**src/rtl/uart_pkg.sv**
```systemverilog
/*
 * Shared definitions for the UART peripheral: register map,
 * status bit positions and serial data width.
 */

`default_nettype none

package uart_pkg;

    ////////////////////////////////////////////////////////////
    // register map
    ////////////////////////////////////////////////////////////

    // host register addresses
    typedef enum logic [1:0] {
        // baud divisor, read and write
        reg_bdr = 2'd0,
        // transmit data, write only
        reg_txd = 2'd1,
        // receive data, read pops the receive FIFO
        reg_rxd = 2'd2,
        // status, read clears the overflow flag
        reg_sts = 2'd3
    } uart_reg_e;

    ////////////////////////////////////////////////////////////
    // data and status
    ////////////////////////////////////////////////////////////

    // serial payload width
    localparam int unsigned dat_width = 8;

    // status register bit positions
    localparam int unsigned sts_tx_full  = 0;
    localparam int unsigned sts_tx_empty = 1;
    localparam int unsigned sts_rx_empty = 2;
    localparam int unsigned sts_rx_ovf   = 3;

endpackage

`default_nettype wire

```
**src/rtl/uart_fifo.sv**
```systemverilog
/*
 * Show-ahead synchronous FIFO, head entry visible without a pop.
 * Depth must be a power of two. Used for transmit and receive.
 */

`timescale 1ns/1ps
`default_nettype none

module uart_fifo #(
    parameter int unsigned width = 8,
    parameter int unsigned depth = 4
) (
    input  logic             clk,
    input  logic             rst,
    input  logic             push,
    input  logic [width-1:0] wdt,
    input  logic             pop,
    output logic [width-1:0] head,
    output logic             full,
    output logic             empty
);

    localparam int unsigned adr_width = $clog2(depth);

    // storage
    logic [width-1:0]   mem [depth];
    // extra msb tells full from empty
    logic [adr_width:0] wr_ptr;
    logic [adr_width:0] rd_ptr;

    ////////////////////////////////////////////////////////////
    // pointers
    ////////////////////////////////////////////////////////////

    always_ff @(posedge clk, posedge rst) begin
        if (rst) begin
            wr_ptr <= '0;
            rd_ptr <= '0;
        end else begin
            if (push) wr_ptr <= wr_ptr + 1'b1;
            if (pop)  rd_ptr <= rd_ptr + 1'b1;
        end
    end

    // same index, different lap
    assign full  = (wr_ptr ^ rd_ptr) == {1'b1, {adr_width{1'b0}}};
    assign empty = wr_ptr == rd_ptr;

    ////////////////////////////////////////////////////////////
    // storage
    ////////////////////////////////////////////////////////////

    always_ff @(posedge clk) begin
        if (push) mem[wr_ptr[adr_width-1:0]] <= wdt;
    end

    assign head = mem[rd_ptr[adr_width-1:0]];

endmodule

`default_nettype wire

```
**src/rtl/uart_ser.sv**
```systemverilog
/*
 * Serializer: takes bytes from a valid/ready stream and sends
 * them on txd as start bit, data LSB first, then stop bits.
 */

`timescale 1ns/1ps
`default_nettype none

module uart_ser #(
    parameter int unsigned bdr_width = 16,
    parameter int unsigned stp_width = 1
) (
    input  logic                           clk,
    input  logic                           rst,
    // bit period minus one
    input  logic [bdr_width-1:0]           cfg_bdr,
    // byte stream from the transmit FIFO
    input  logic                           str_vld,
    input  logic [uart_pkg::dat_width-1:0] str_dat,
    output logic                           str_rdy,
    // serial line
    output logic                           txd
);

    // frame length in bits
    localparam int unsigned shf_len   = 1 + uart_pkg::dat_width + stp_width;
    localparam int unsigned cnt_width = $clog2(shf_len);

    logic                           str_trn;
    logic [bdr_width-1:0]           bdr_cnt;
    logic                           bdr_end;
    logic [cnt_width-1:0]           shf_cnt;
    logic                           shf_end;
    logic                           shf_run;
    // start bit plus data
    logic [uart_pkg::dat_width:0]   shf_dat;

    ////////////////////////////////////////////////////////////
    // stream handshake
    ////////////////////////////////////////////////////////////

    assign str_trn = str_vld & str_rdy;
    // ready again in the last stop bit cycle, no idle gap
    assign str_rdy = ~shf_run | (shf_end & bdr_end);

    ////////////////////////////////////////////////////////////
    // baud and bit counters
    ////////////////////////////////////////////////////////////

    assign bdr_end = bdr_cnt == cfg_bdr;
    assign shf_end = shf_cnt == cnt_width'(shf_len - 1);

    always_ff @(posedge clk, posedge rst) begin
        if (rst) begin
            bdr_cnt <= '0;
            shf_cnt <= '0;
            shf_run <= 1'b0;
        end else if (str_trn) begin
            // restart on each new frame
            bdr_cnt <= '0;
            shf_cnt <= '0;
            shf_run <= 1'b1;
        end else if (shf_run) begin
            bdr_cnt <= bdr_end ? '0 : bdr_cnt + 1'b1;
            if (bdr_end) begin
                shf_cnt <= shf_end ? '0 : shf_cnt + 1'b1;
                shf_run <= ~shf_end;
            end
        end
    end

    ////////////////////////////////////////////////////////////
    // shift register
    ////////////////////////////////////////////////////////////

    // ones shifted in make the stop bits and idle level
    always_ff @(posedge clk, posedge rst) begin
        if (rst) begin
            shf_dat <= '1;
        end else if (str_trn) begin
            shf_dat <= {str_dat, 1'b0};
        end else if (shf_run && bdr_end) begin
            shf_dat <= {1'b1, shf_dat[uart_pkg::dat_width:1]};
        end
    end

    assign txd = shf_dat[0];

endmodule

`default_nettype wire

```
**src/rtl/uart_des.sv**
```systemverilog
/*
 * Deserializer: finds start bits on rxd, samples each bit in its
 * middle and pulses rx_vld with the byte when the stop bit is high.
 */

`timescale 1ns/1ps
`default_nettype none

module uart_des #(
    parameter int unsigned bdr_width = 16
) (
    input  logic                           clk,
    input  logic                           rst,
    // bit period minus one
    input  logic [bdr_width-1:0]           cfg_bdr,
    // asynchronous serial input
    input  logic                           rxd,
    // received byte, one cycle pulse
    output logic                           rx_vld,
    output logic [uart_pkg::dat_width-1:0] rx_dat
);

    localparam int unsigned cnt_width = $clog2(uart_pkg::dat_width);

    typedef enum logic [1:0] {idle, start, data, stop} des_state_e;

    des_state_e           state;
    // two sync flops plus one for edge detect
    logic [2:0]           rxd_sync;
    logic                 rxd_s;
    logic                 rxd_fall;
    logic [bdr_width-1:0] bdr_cnt;
    logic                 half_end;
    logic                 bit_end;
    logic [cnt_width-1:0] bit_cnt;

    ////////////////////////////////////////////////////////////
    // input synchronizer
    ////////////////////////////////////////////////////////////

    always_ff @(posedge clk, posedge rst) begin
        if (rst) begin
            rxd_sync <= '1;
        end else begin
            rxd_sync <= {rxd_sync[1:0], rxd};
        end
    end

    assign rxd_s    = rxd_sync[1];
    assign rxd_fall = rxd_sync[2] & ~rxd_sync[1];

    // half period finds mid start bit, full period steps bits
    assign half_end = bdr_cnt == (cfg_bdr >> 1);
    assign bit_end  = bdr_cnt == cfg_bdr;

    ////////////////////////////////////////////////////////////
    // FSM
    ////////////////////////////////////////////////////////////

    always_ff @(posedge clk, posedge rst) begin
        if (rst) begin
            state   <= idle;
            bdr_cnt <= '0;
            bit_cnt <= '0;
            rx_vld  <= 1'b0;
        end else begin
            rx_vld <= 1'b0;
            case (state)
                idle: begin
                    bdr_cnt <= '0;
                    if (rxd_fall) state <= start;
                end
                start: begin
                    if (half_end) begin
                        // glitch, line went back high
                        state   <= rxd_s ? idle : data;
                        bdr_cnt <= '0;
                        bit_cnt <= '0;
                    end else begin
                        bdr_cnt <= bdr_cnt + 1'b1;
                    end
                end
                data: begin
                    if (bit_end) begin
                        bdr_cnt <= '0;
                        bit_cnt <= bit_cnt + 1'b1;
                        if (bit_cnt == cnt_width'(uart_pkg::dat_width - 1)) state <= stop;
                    end else begin
                        bdr_cnt <= bdr_cnt + 1'b1;
                    end
                end
                stop: begin
                    if (bit_end) begin
                        // low stop bit drops the frame
                        rx_vld  <= rxd_s;
                        bdr_cnt <= '0;
                        state   <= idle;
                    end else begin
                        bdr_cnt <= bdr_cnt + 1'b1;
                    end
                end
                default: state <= idle;
            endcase
        end
    end

    // data bits arrive LSB first
    always_ff @(posedge clk) begin
        if (state == data && bit_end) begin
            rx_dat <= {rxd_s, rx_dat[uart_pkg::dat_width-1:1]};
        end
    end

endmodule

`default_nettype wire

```
**src/rtl/uart_ctl.sv**
```systemverilog
/*
 * Register block: decodes host strobes, holds the baud divisor and
 * the sticky receive overflow flag, and gates FIFO push and pop.
 */

`timescale 1ns/1ps
`default_nettype none

module uart_ctl #(
    parameter int unsigned bdr_width = 16
) (
    input  logic                           clk,
    input  logic                           rst,
    // host bus
    input  logic                           req,
    input  logic                           wen,
    input  logic [1:0]                     adr,
    input  logic [bdr_width-1:0]           wdt,
    output logic [bdr_width-1:0]           rdt,
    // baud divisor to ser and des
    output logic [bdr_width-1:0]           cfg_bdr,
    // transmit FIFO
    output logic                           tx_push,
    output logic [uart_pkg::dat_width-1:0] tx_dat,
    input  logic                           tx_full,
    input  logic                           tx_empty,
    // deserializer output
    input  logic                           rx_vld,
    input  logic [uart_pkg::dat_width-1:0] rx_dat,
    // receive FIFO
    output logic                           rx_push,
    output logic [uart_pkg::dat_width-1:0] rx_wdt,
    output logic                           rx_pop,
    input  logic [uart_pkg::dat_width-1:0] rx_head,
    input  logic                           rx_full,
    input  logic                           rx_empty
);

    uart_pkg::uart_reg_e  reg_sel;
    logic                 wr_req;
    logic                 rd_req;
    logic                 rx_ovf;
    logic [bdr_width-1:0] rd_val;

    assign reg_sel = uart_pkg::uart_reg_e'(adr);
    assign wr_req  = req & wen;
    assign rd_req  = req & ~wen;

    ////////////////////////////////////////////////////////////
    // baud divisor
    ////////////////////////////////////////////////////////////

    always_ff @(posedge clk, posedge rst) begin
        if (rst) begin
            cfg_bdr <= '0;
        end else if (wr_req && reg_sel == uart_pkg::reg_bdr) begin
            cfg_bdr <= wdt;
        end
    end

    ////////////////////////////////////////////////////////////
    // FIFO steering
    ////////////////////////////////////////////////////////////

    // write to a full transmit FIFO is dropped
    assign tx_push = wr_req & (reg_sel == uart_pkg::reg_txd) & ~tx_full;
    assign tx_dat  = wdt[uart_pkg::dat_width-1:0];

    // no back-pressure on receive
    assign rx_push = rx_vld & ~rx_full;
    assign rx_wdt  = rx_dat;
    assign rx_pop  = rd_req & (reg_sel == uart_pkg::reg_rxd) & ~rx_empty;

    // sticky overflow, a new loss wins over the clear
    always_ff @(posedge clk, posedge rst) begin
        if (rst) begin
            rx_ovf <= 1'b0;
        end else if (rx_vld && rx_full) begin
            rx_ovf <= 1'b1;
        end else if (rd_req && reg_sel == uart_pkg::reg_sts) begin
            rx_ovf <= 1'b0;
        end
    end

    ////////////////////////////////////////////////////////////
    // read data
    ////////////////////////////////////////////////////////////

    always_comb begin
        rd_val = '0;
        case (reg_sel)
            uart_pkg::reg_bdr: rd_val = cfg_bdr;
            uart_pkg::reg_rxd: begin
                // empty FIFO reads as zero
                if (!rx_empty) rd_val[uart_pkg::dat_width-1:0] = rx_head;
            end
            uart_pkg::reg_sts: begin
                rd_val[uart_pkg::sts_tx_full]  = tx_full;
                rd_val[uart_pkg::sts_tx_empty] = tx_empty;
                rd_val[uart_pkg::sts_rx_empty] = rx_empty;
                rd_val[uart_pkg::sts_rx_ovf]   = rx_ovf;
            end
            // transmit data is write only
            default: rd_val = '0;
        endcase
    end

    // one cycle latency, held until the next read
    always_ff @(posedge clk, posedge rst) begin
        if (rst) begin
            rdt <= '0;
        end else if (rd_req) begin
            rdt <= rd_val;
        end
    end

endmodule

`default_nettype wire

```
**src/rtl/uart_top.sv**
```systemverilog
/*
 * UART peripheral top level: register block, transmit and receive
 * FIFOs, serializer and deserializer. Instances and wiring only.
 */

`timescale 1ns/1ps
`default_nettype none

module uart_top #(
    parameter int unsigned bdr_width  = 16,
    parameter int unsigned stp_width  = 1,
    parameter int unsigned fifo_depth = 4
) (
    input  logic                 clk,
    input  logic                 rst,
    // host bus
    input  logic                 req,
    input  logic                 wen,
    input  logic [1:0]           adr,
    input  logic [bdr_width-1:0] wdt,
    output logic [bdr_width-1:0] rdt,
    // serial lines
    output logic                 txd,
    input  logic                 rxd
);

    logic [bdr_width-1:0]           cfg_bdr;
    // transmit side
    logic                           tx_push;
    logic [uart_pkg::dat_width-1:0] tx_dat;
    logic                           tx_full;
    logic                           tx_empty;
    logic                           str_vld;
    logic [uart_pkg::dat_width-1:0] str_dat;
    logic                           str_rdy;
    // receive side
    logic                           rx_vld;
    logic [uart_pkg::dat_width-1:0] rx_dat;
    logic                           rx_push;
    logic [uart_pkg::dat_width-1:0] rx_wdt;
    logic                           rx_pop;
    logic [uart_pkg::dat_width-1:0] rx_head;
    logic                           rx_full;
    logic                           rx_empty;

    // stream valid is simply a non-empty FIFO
    assign str_vld = ~tx_empty;

    uart_ctl #(
        .bdr_width (bdr_width)
    ) ctl (
        .clk      (clk),
        .rst      (rst),
        .req      (req),
        .wen      (wen),
        .adr      (adr),
        .wdt      (wdt),
        .rdt      (rdt),
        .cfg_bdr  (cfg_bdr),
        .tx_push  (tx_push),
        .tx_dat   (tx_dat),
        .tx_full  (tx_full),
        .tx_empty (tx_empty),
        .rx_vld   (rx_vld),
        .rx_dat   (rx_dat),
        .rx_push  (rx_push),
        .rx_wdt   (rx_wdt),
        .rx_pop   (rx_pop),
        .rx_head  (rx_head),
        .rx_full  (rx_full),
        .rx_empty (rx_empty)
    );

    ////////////////////////////////////////////////////////////
    // transmit path
    ////////////////////////////////////////////////////////////

    // popped by the stream transfer
    uart_fifo #(
        .width (uart_pkg::dat_width),
        .depth (fifo_depth)
    ) tx_fifo (
        .clk   (clk),
        .rst   (rst),
        .push  (tx_push),
        .wdt   (tx_dat),
        .pop   (str_vld & str_rdy),
        .head  (str_dat),
        .full  (tx_full),
        .empty (tx_empty)
    );

    uart_ser #(
        .bdr_width (bdr_width),
        .stp_width (stp_width)
    ) ser (
        .clk     (clk),
        .rst     (rst),
        .cfg_bdr (cfg_bdr),
        .str_vld (str_vld),
        .str_dat (str_dat),
        .str_rdy (str_rdy),
        .txd     (txd)
    );

    ////////////////////////////////////////////////////////////
    // receive path
    ////////////////////////////////////////////////////////////

    uart_des #(
        .bdr_width (bdr_width)
    ) des (
        .clk     (clk),
        .rst     (rst),
        .cfg_bdr (cfg_bdr),
        .rxd     (rxd),
        .rx_vld  (rx_vld),
        .rx_dat  (rx_dat)
    );

    uart_fifo #(
        .width (uart_pkg::dat_width),
        .depth (fifo_depth)
    ) rx_fifo (
        .clk   (clk),
        .rst   (rst),
        .push  (rx_push),
        .wdt   (rx_wdt),
        .pop   (rx_pop),
        .head  (rx_head),
        .full  (rx_full),
        .empty (rx_empty)
    );

endmodule

`default_nettype wire

```
**config.mk**
```make
export PLATFORM = sky130hd
export DESIGN_NAME = uart_top
export DESIGN_NICKNAME = d
export VERILOG_FILES = /design/src/rtl/uart_pkg.sv /design/src/rtl/uart_fifo.sv /design/src/rtl/uart_ser.sv /design/src/rtl/uart_des.sv /design/src/rtl/uart_ctl.sv /design/src/rtl/uart_top.sv
export SDC_FILE = /design/constraint.sdc
export NUM_CORES = 1
export LEC_CHECK = 0
export BUFFER_PORTS_ARGS = -buffer_cell sky130_fd_sc_hd__buf_4
export CAP_MARGIN = 20
export CORE_UTILIZATION = 50
export CTS_CLUSTER_SIZE = 8
export DETAILED_ROUTE_END_ITERATION = 6
export HOLD_SLACK_MARGIN = 0.02
export PLACE_DENSITY = 0.67
export SLEW_MARGIN = 25
export SYNTH_ARGS = -nofsm -noshare
export SYNTH_HDL_FRONTEND = slang
export SYNTH_SLANG_ARGS = --single-unit
```
**constraint.sdc**
```tcl
create_clock -name clk -period 7.45 [get_ports clk]
set_input_delay 2.235 -clock clk [delete_from_list [all_inputs] [get_ports clk]]
set_output_delay 2.235 -clock clk [all_outputs]
set_load 0.1 [all_outputs]
```
Word-level counts from Yosys, hierarchy flattened
Memories as Yosys holds them, arrays and structs flattened.
Index checks and enable logic that the tools add are counted.
W data, S select, Z words.
{ "totals": {"regBits": 108, "latch_bits": 0, "mem_bits_rw": 64, "rom_bits": 0, "inputBits": 23, "wordCells": 121, "n_memories": 2} }
{ "memory_table": {"columns": ["memory", "words", "word_bits", "rd", "rd_clocked_by_memory_dff", "write_ports", "line", "source"], "rows": [
  ["rx_fifo.mem", 4, 8, 1, 0, 1, "uart_fifo.sv:26", "logic [width-1:0] mem [depth];"],
  ["tx_fifo.mem", 4, 8, 1, 0, 1, "uart_fifo.sv:26", null]
]} }
{ "op_classes": {"addsub": 8, "mul": 0, "n_div": 0, "n_lt_le_gt_ge": 0, "n_eq_ne": 20, "n_shift": 0, "n_mux": 37, "n_bitwise": 21, "n_reduce_logical": 16} }
{ "op_table": {"columns": ["op", "count"], "rows": [
  ["$mux W16", 5],
  ["$pmux W16 S3", 1],
  ["$add A16 B1 Y16 const B", 2],
  ["$eq A16 B16 Y1", 2],
  ["$mux W9", 2],
  ["$eq A16 B15 Y1", 1],
  ["$mux W4", 4],
  ["$mux W8", 2],
  ["$add A3 B1 Y3 const B", 5],
  ["$mux W2", 6],
  ["$pmux W4 S3", 1],
  ["$mux W1", 11],
  ["$and A1 B1 Y1", 10],
  ["$ne A2 B1 Y1 const B", 5],
  ["$reduce_bool A2 Y1", 5],
  ["$eq A3 B3 Y1 const B", 3],
  ["$eq A2 B2 Y1 const B", 4],
  ["$not A1 Y1", 8],
  ["$pmux W2 S4", 1],
  ["$pmux W4 S2", 1],
  ["$eq A3 B3 Y1", 2],
  ["$mux W3", 2],
  ["$pmux W3 S2", 1],
  ["$xor A3 B3 Y3", 2],
  ["10 further kinds", 16]
]} }

Longest topological paths before layout
{ "depth": {"ltp_word": 6, "depth_mapped": 8} }

By module
Synthesis repeated with hierarchy kept, for this count alone.
{ "unflattened": {"hier_cells": 622, "hier_area_um2": 8134.1} }
{ "modules_own_cells": {"columns": ["module", "instances", "cells_per_inst", "area_per_inst_um2"], "rows": [
  ["uart_fifo", 2, 73, 1503.9],
  ["uart_des", 1, 165, 1831.8],
  ["uart_ser", 1, 182, 1701.6],
  ["uart_ctl", 1, 127, 1582.8],
  ["uart_top", 1, 2, 10.0]
]} }

Worst setup path before layout
No wires, ideal clock.
{ "synth_path": {"kind": "input port to flip-flop", "from": "input port adr[1]", "to": "register ctl.cfg_bdr[0]", "arrival_time_ns": 3.572, "t_required_ns": 7.325, "path_slack_ns": 3.753, "path_stages": 4, "path_buffers": 2, "path_cell_list": "clkbuf_1 -> nor3_2 -> clkbuf_1 -> mux2_2"} }
{ "synth_via": {"elab_chain_len": 2} }
{ "synth_lines": {"columns": ["element", "line", "source"], "rows": [
  ["start, declared", "uart_top.sv:19", "input logic [1:0] adr,"],
  ["$logic_not A2 Y1", "uart_ctl.sv:56", "end else if (wr_req && reg_sel == uart_pkg::reg_bdr) begin"],
  ["$logic_and A1 B1 Y1", "uart_ctl.sv:56", null],
  ["end signal, assigned", "uart_ctl.sv:57", "cfg_bdr <= wdt;"],
  ["end, declared", "uart_ctl.sv:21", "output logic [bdr_width-1:0] cfg_bdr,"]
]} }
Every way passes these cells.
A chain may end at the register's enable or synchronous reset.

Worst setup path in the final report
{ "layout_path": {"from": "register ser.shf_dat[0] in the netlist's numbering", "to": "output port txd"} }
{ "layout_lines": {"columns": ["element", "line", "source"], "rows": [
  ["start, declared", "uart_ser.sv:36", "logic [uart_pkg::dat_width:0] shf_dat;"],
  ["start signal, assigned", "uart_ser.sv:81", "shf_dat <= {str_dat, 1'b0};"],
  ["start signal, assigned", "uart_ser.sv:83", "shf_dat <= {1'b1, shf_dat[uart_pkg::dat_width:1]};"],
  ["end, declared", "uart_top.sv:23", "output logic txd,"]
]} }
No word-level cell between the ends.

==> results_dict.tcl <==
set metrics [dict create \
    outcome "completed" \
    hpwl_mm 10.30 \
    die_y_um 127.2 \
    drive_above_1_share 0.2178 \
    grtUsageTotal 0.2057 \
    finalCritPeriodShare 0.4648 \
    fp-row-count 45 \
    async_flop_share 0.5814 \
    holdWs_ns 0.3556 \
    grt_max_degree 90 \
    critPathMaxFanout 2 \
    netlist_top_cells_area "dfrtp_1, edfxtp_1, xor2_1" \
    finalMaxSlewViolations 0 \
    ys_ff_latch 172 \
    required_ns 5.22 \
    initialDrtViolationCount 226 \
    maxCapViolCount 0 \
    grt_pass1_vias 4730 \
    numPortBuffers 39 \
    synth_area_per_cell_um2 13.51 \
    synth_top_area_frac 0.2811 \
    rsz0062_at_grt "false" \
    clock_latency_ns 0.42 \
    num_vias 4504 \
    seq_area_frac_synth 0.5973 \
    dp_cells 808 \
    place_congestion 0.7742 \
    ios 40 \
    slowest_delay_ns 0.53 \
    tightest_slew_ns 0.8563 \
    whs_path_depth 0 \
    final_cells 840 \
    p_leak_nw 3.636 \
    worstSetupPathType "reg2out" \
    antenna_found_initial 0 \
    cts_resized 0 \
    cpMaxStageDelayCell "dfstp_2" \
    ant_nets 0 \
    synthDistinctLibCells 54 \
    nNetsFinal 655 \
    r2r-end "tx_fifo.mem[3][5]$_DFFE_PP_" \
    min-delay-start "des.rxd_sync[0]$_DFF_PP1_" \
    first_pass_iters 4 \
    skew_ns 0.007010 \
    wire_per_inst_um 17.76 \
    seq_area_um2 4679 \
    worstReg2RegStart "tx_fifo.rd_ptr[0]$_DFFE_PP0P_" \
    grt.overflow.total 0 \
    synth_nets 619 \
    clockBufferDepth 2 \
    wirelength_mm 14.92 \
    htree_num_levels 4 \
    synth-edff-count 72 \
    postCtsSetupRepairBufs 0 \
    p_per_area_nw_per_um2 318.4 \
    finalSetupViolCount 0 \
    area_delta_synth_final_pct 13.81 \
    relSlewSlack 0.4291 \
    core_um2 15260 \
    tns_ns 0 \
    cts_buffers 17 \
    synth_area_um2 7835 \
    viasPerCell 5.362 \
    r2r_cells 5 \
    min_period_ns 3.463 \
    cts_sinks 172 \
    cts_hold_buf 0 \
    cts_tree "done" \
    initial_core_util 0.5135 \
    root_buffer "clkbuf_16" \
    crit_family "flip-flops" \
    critPathLaunchType "flop" \
    path_clk_slew_ns 0.06 \
    fill_cells 1199 \
    fp.dieArea_um2 16170 \
    grt_pass1_wl_mm 25.05 \
    synthFlopType "dfrtp_1" \
    multi_input_area_um2 2979 \
    max_freq_mhz 288.8 \
    ir_drop_v 0.0002028 \
    hp-class "reg2reg" \
    endpoint_kind "output pin" \
    finalHoldViolCount 0 \
    r2r_slack_ns 4.96 \
    synth_top_cell_by_area "dfrtp_1" \
    die_w_um 127.2 \
    critical_path_buf_inv_count 1 \
    cp.arrival_ns 1.23 \
    path_cells "buf_4" \
    post-route-drc-count 0 \
    synth_warnings 0 \
    holdPathEnd "des.rxd_sync[1]$_DFF_PP1_" \
    antenna_cells 0 \
    syn_inst 580 \
]
-- worst max path at each step --
| stage | startpoint | endpoint | slack (ns) | cells after the start |
|---|---|---|---|---|
| 2_1_floorplan | rst | asynchronous set/reset pin | 2.62 | 1 |
| 3_3_place_gp | adr[1] | ctl.cfg_bdr[11]$_DFFE_PP0P_ | 3.56 | 3 |
| 3_5_place_dp | req | tx_fifo.mem[3][5]$_DFFE_PP_ | 3.63 | 4 |
| 4_1_cts | ser.shf_dat[0]$_DFFE_PP1P_ | txd | 3.96 | 1 |
| 5_1_grt | ser.shf_dat[0]$_DFFE_PP1P_ | txd | 3.94 | 1 |
| 6_report | ser.shf_dat[0]$_DFFE_PP1P_ | txd | 3.99 | 1 |
-- cell usage after synthesis (all sizes together), types with 3 or more instances --
cell type,count
xor2,53
and2,14
nand2,30
and4,3
dfstp,12
clkbuf,13
nand3,14
buf,12
edfxtp,72
nand4,11
ha,16
mux2i,8
nor2,50
a22o,11
mux2,19
inv,15
nor4,10
a22oi,8
nor3,4
nand2b,5
mux4,16
dfrtp,88
nor2b,4
and3,10
o21ai,18
a21oi,10
xnor2,37
-- metrics by stage --
stage / total power (W) / utilization / setup WS [ns] / instance area [um^2]
after global placement: 0.001912 / 0.5433 / 3.563 / 8290
final: 0.002839 / 0.5844 / 3.987 / 8917
after detailed placement: 0.001940 / 0.5440 / 3.628 / 8300
after CTS: 0.002867 / 0.5844 / 3.959 / 8917
after global routing: 0.002989 / 0.5844 / 3.941 / 8917
after floorplan: 0.001779 / - / 2.616 / 7835
-- flip-flops by register name (all words and copies together) (netlist names), named ones only --
signal / count
tx_fifo.rd_ptr: 3
ser.shf_cnt: 4
ser.bdr_cnt: 16
ctl.rdt: 16
ctl.cfg_bdr: 16
ser.shf_dat: 9
ser.shf_run: 1
des.rx_vld: 1
ctl.rx_ovf: 1
rx_fifo.mem: 32
rx_fifo.wr_ptr: 3
des.state: 1
des.bit_cnt: 3
rx_fifo.rd_ptr: 3
tx_fifo.mem: 32
tx_fifo.wr_ptr: 3
des.rxd_sync: 3
des.rx_dat: 8
des.bdr_cnt: 16
-- layout by cell type, fill, tap and decap left out, types with 16 or more instances in the layout --
cell        n
o21ai_0    17
nand2_1    30
xor2_1     53
mux2_2     18
edfxtp_1   72
mux4_2     16
buf_4      41
clkbuf_16  17
ha_1       16
dfrtp_1    88
nor2_1     50
xnor2_1    35
-- report_power, final --
| part | internal [W] | leakage [nW] | switching (W) |
|---|---|---|---|
| Sequential | 0.00112 | 1.92 | 0.000181 |
| Clock | 0.000568 | 0.295 | 0.000352 |
| Combinational | 0.000261 | 1.42 | 0.000362 |
| Total | 0.00195 | 3.64 | 0.000894 |
-- logic make-up after synthesis --
family | count (synthesis) | synth area share
AO/OA/AOI/OAI | 58 | 0.05493
XOR/XNOR | 90 | 0.1025
adder cells (fa/ha/maj) | 16 | 0.02555
buffers and inverters | 40 | 0.02379
flip-flops | 172 | 0.5973
multiplexers | 43 | 0.08352
AND/OR/NAND/NOR | 161 | 0.1124
-- layout make-up --
cell class | count | share of cell area
Sequential cell | 172 | 0.5248
Timing Repair Buffer | 42 | 0.03578
Clock inverter | 12 | 0.01908
Inverter | 15 | 0.006595
Clock buffer | 20 | 0.05009
Tap cell | 211 | 0.02961
Multi-Input combinational cell | 368 | 0.3341
-- metal layers --
metal | track usage | vias to the layer above | part of all wire | routed length (um)
met5 | 0 | - | 0 | 0
met1 | 0.2683 | 2290 | 0.45 | 6758
met2 | 0.3407 | 66 | 0.50 | 7459
li1 | - | 2132 | - | -
met3 | 0.04648 | 16 | 0.032 | 471
met4 | 0.07283 | 0 | 0.016 | 232
No activity file was read; power rests on OpenSTA's default activity.
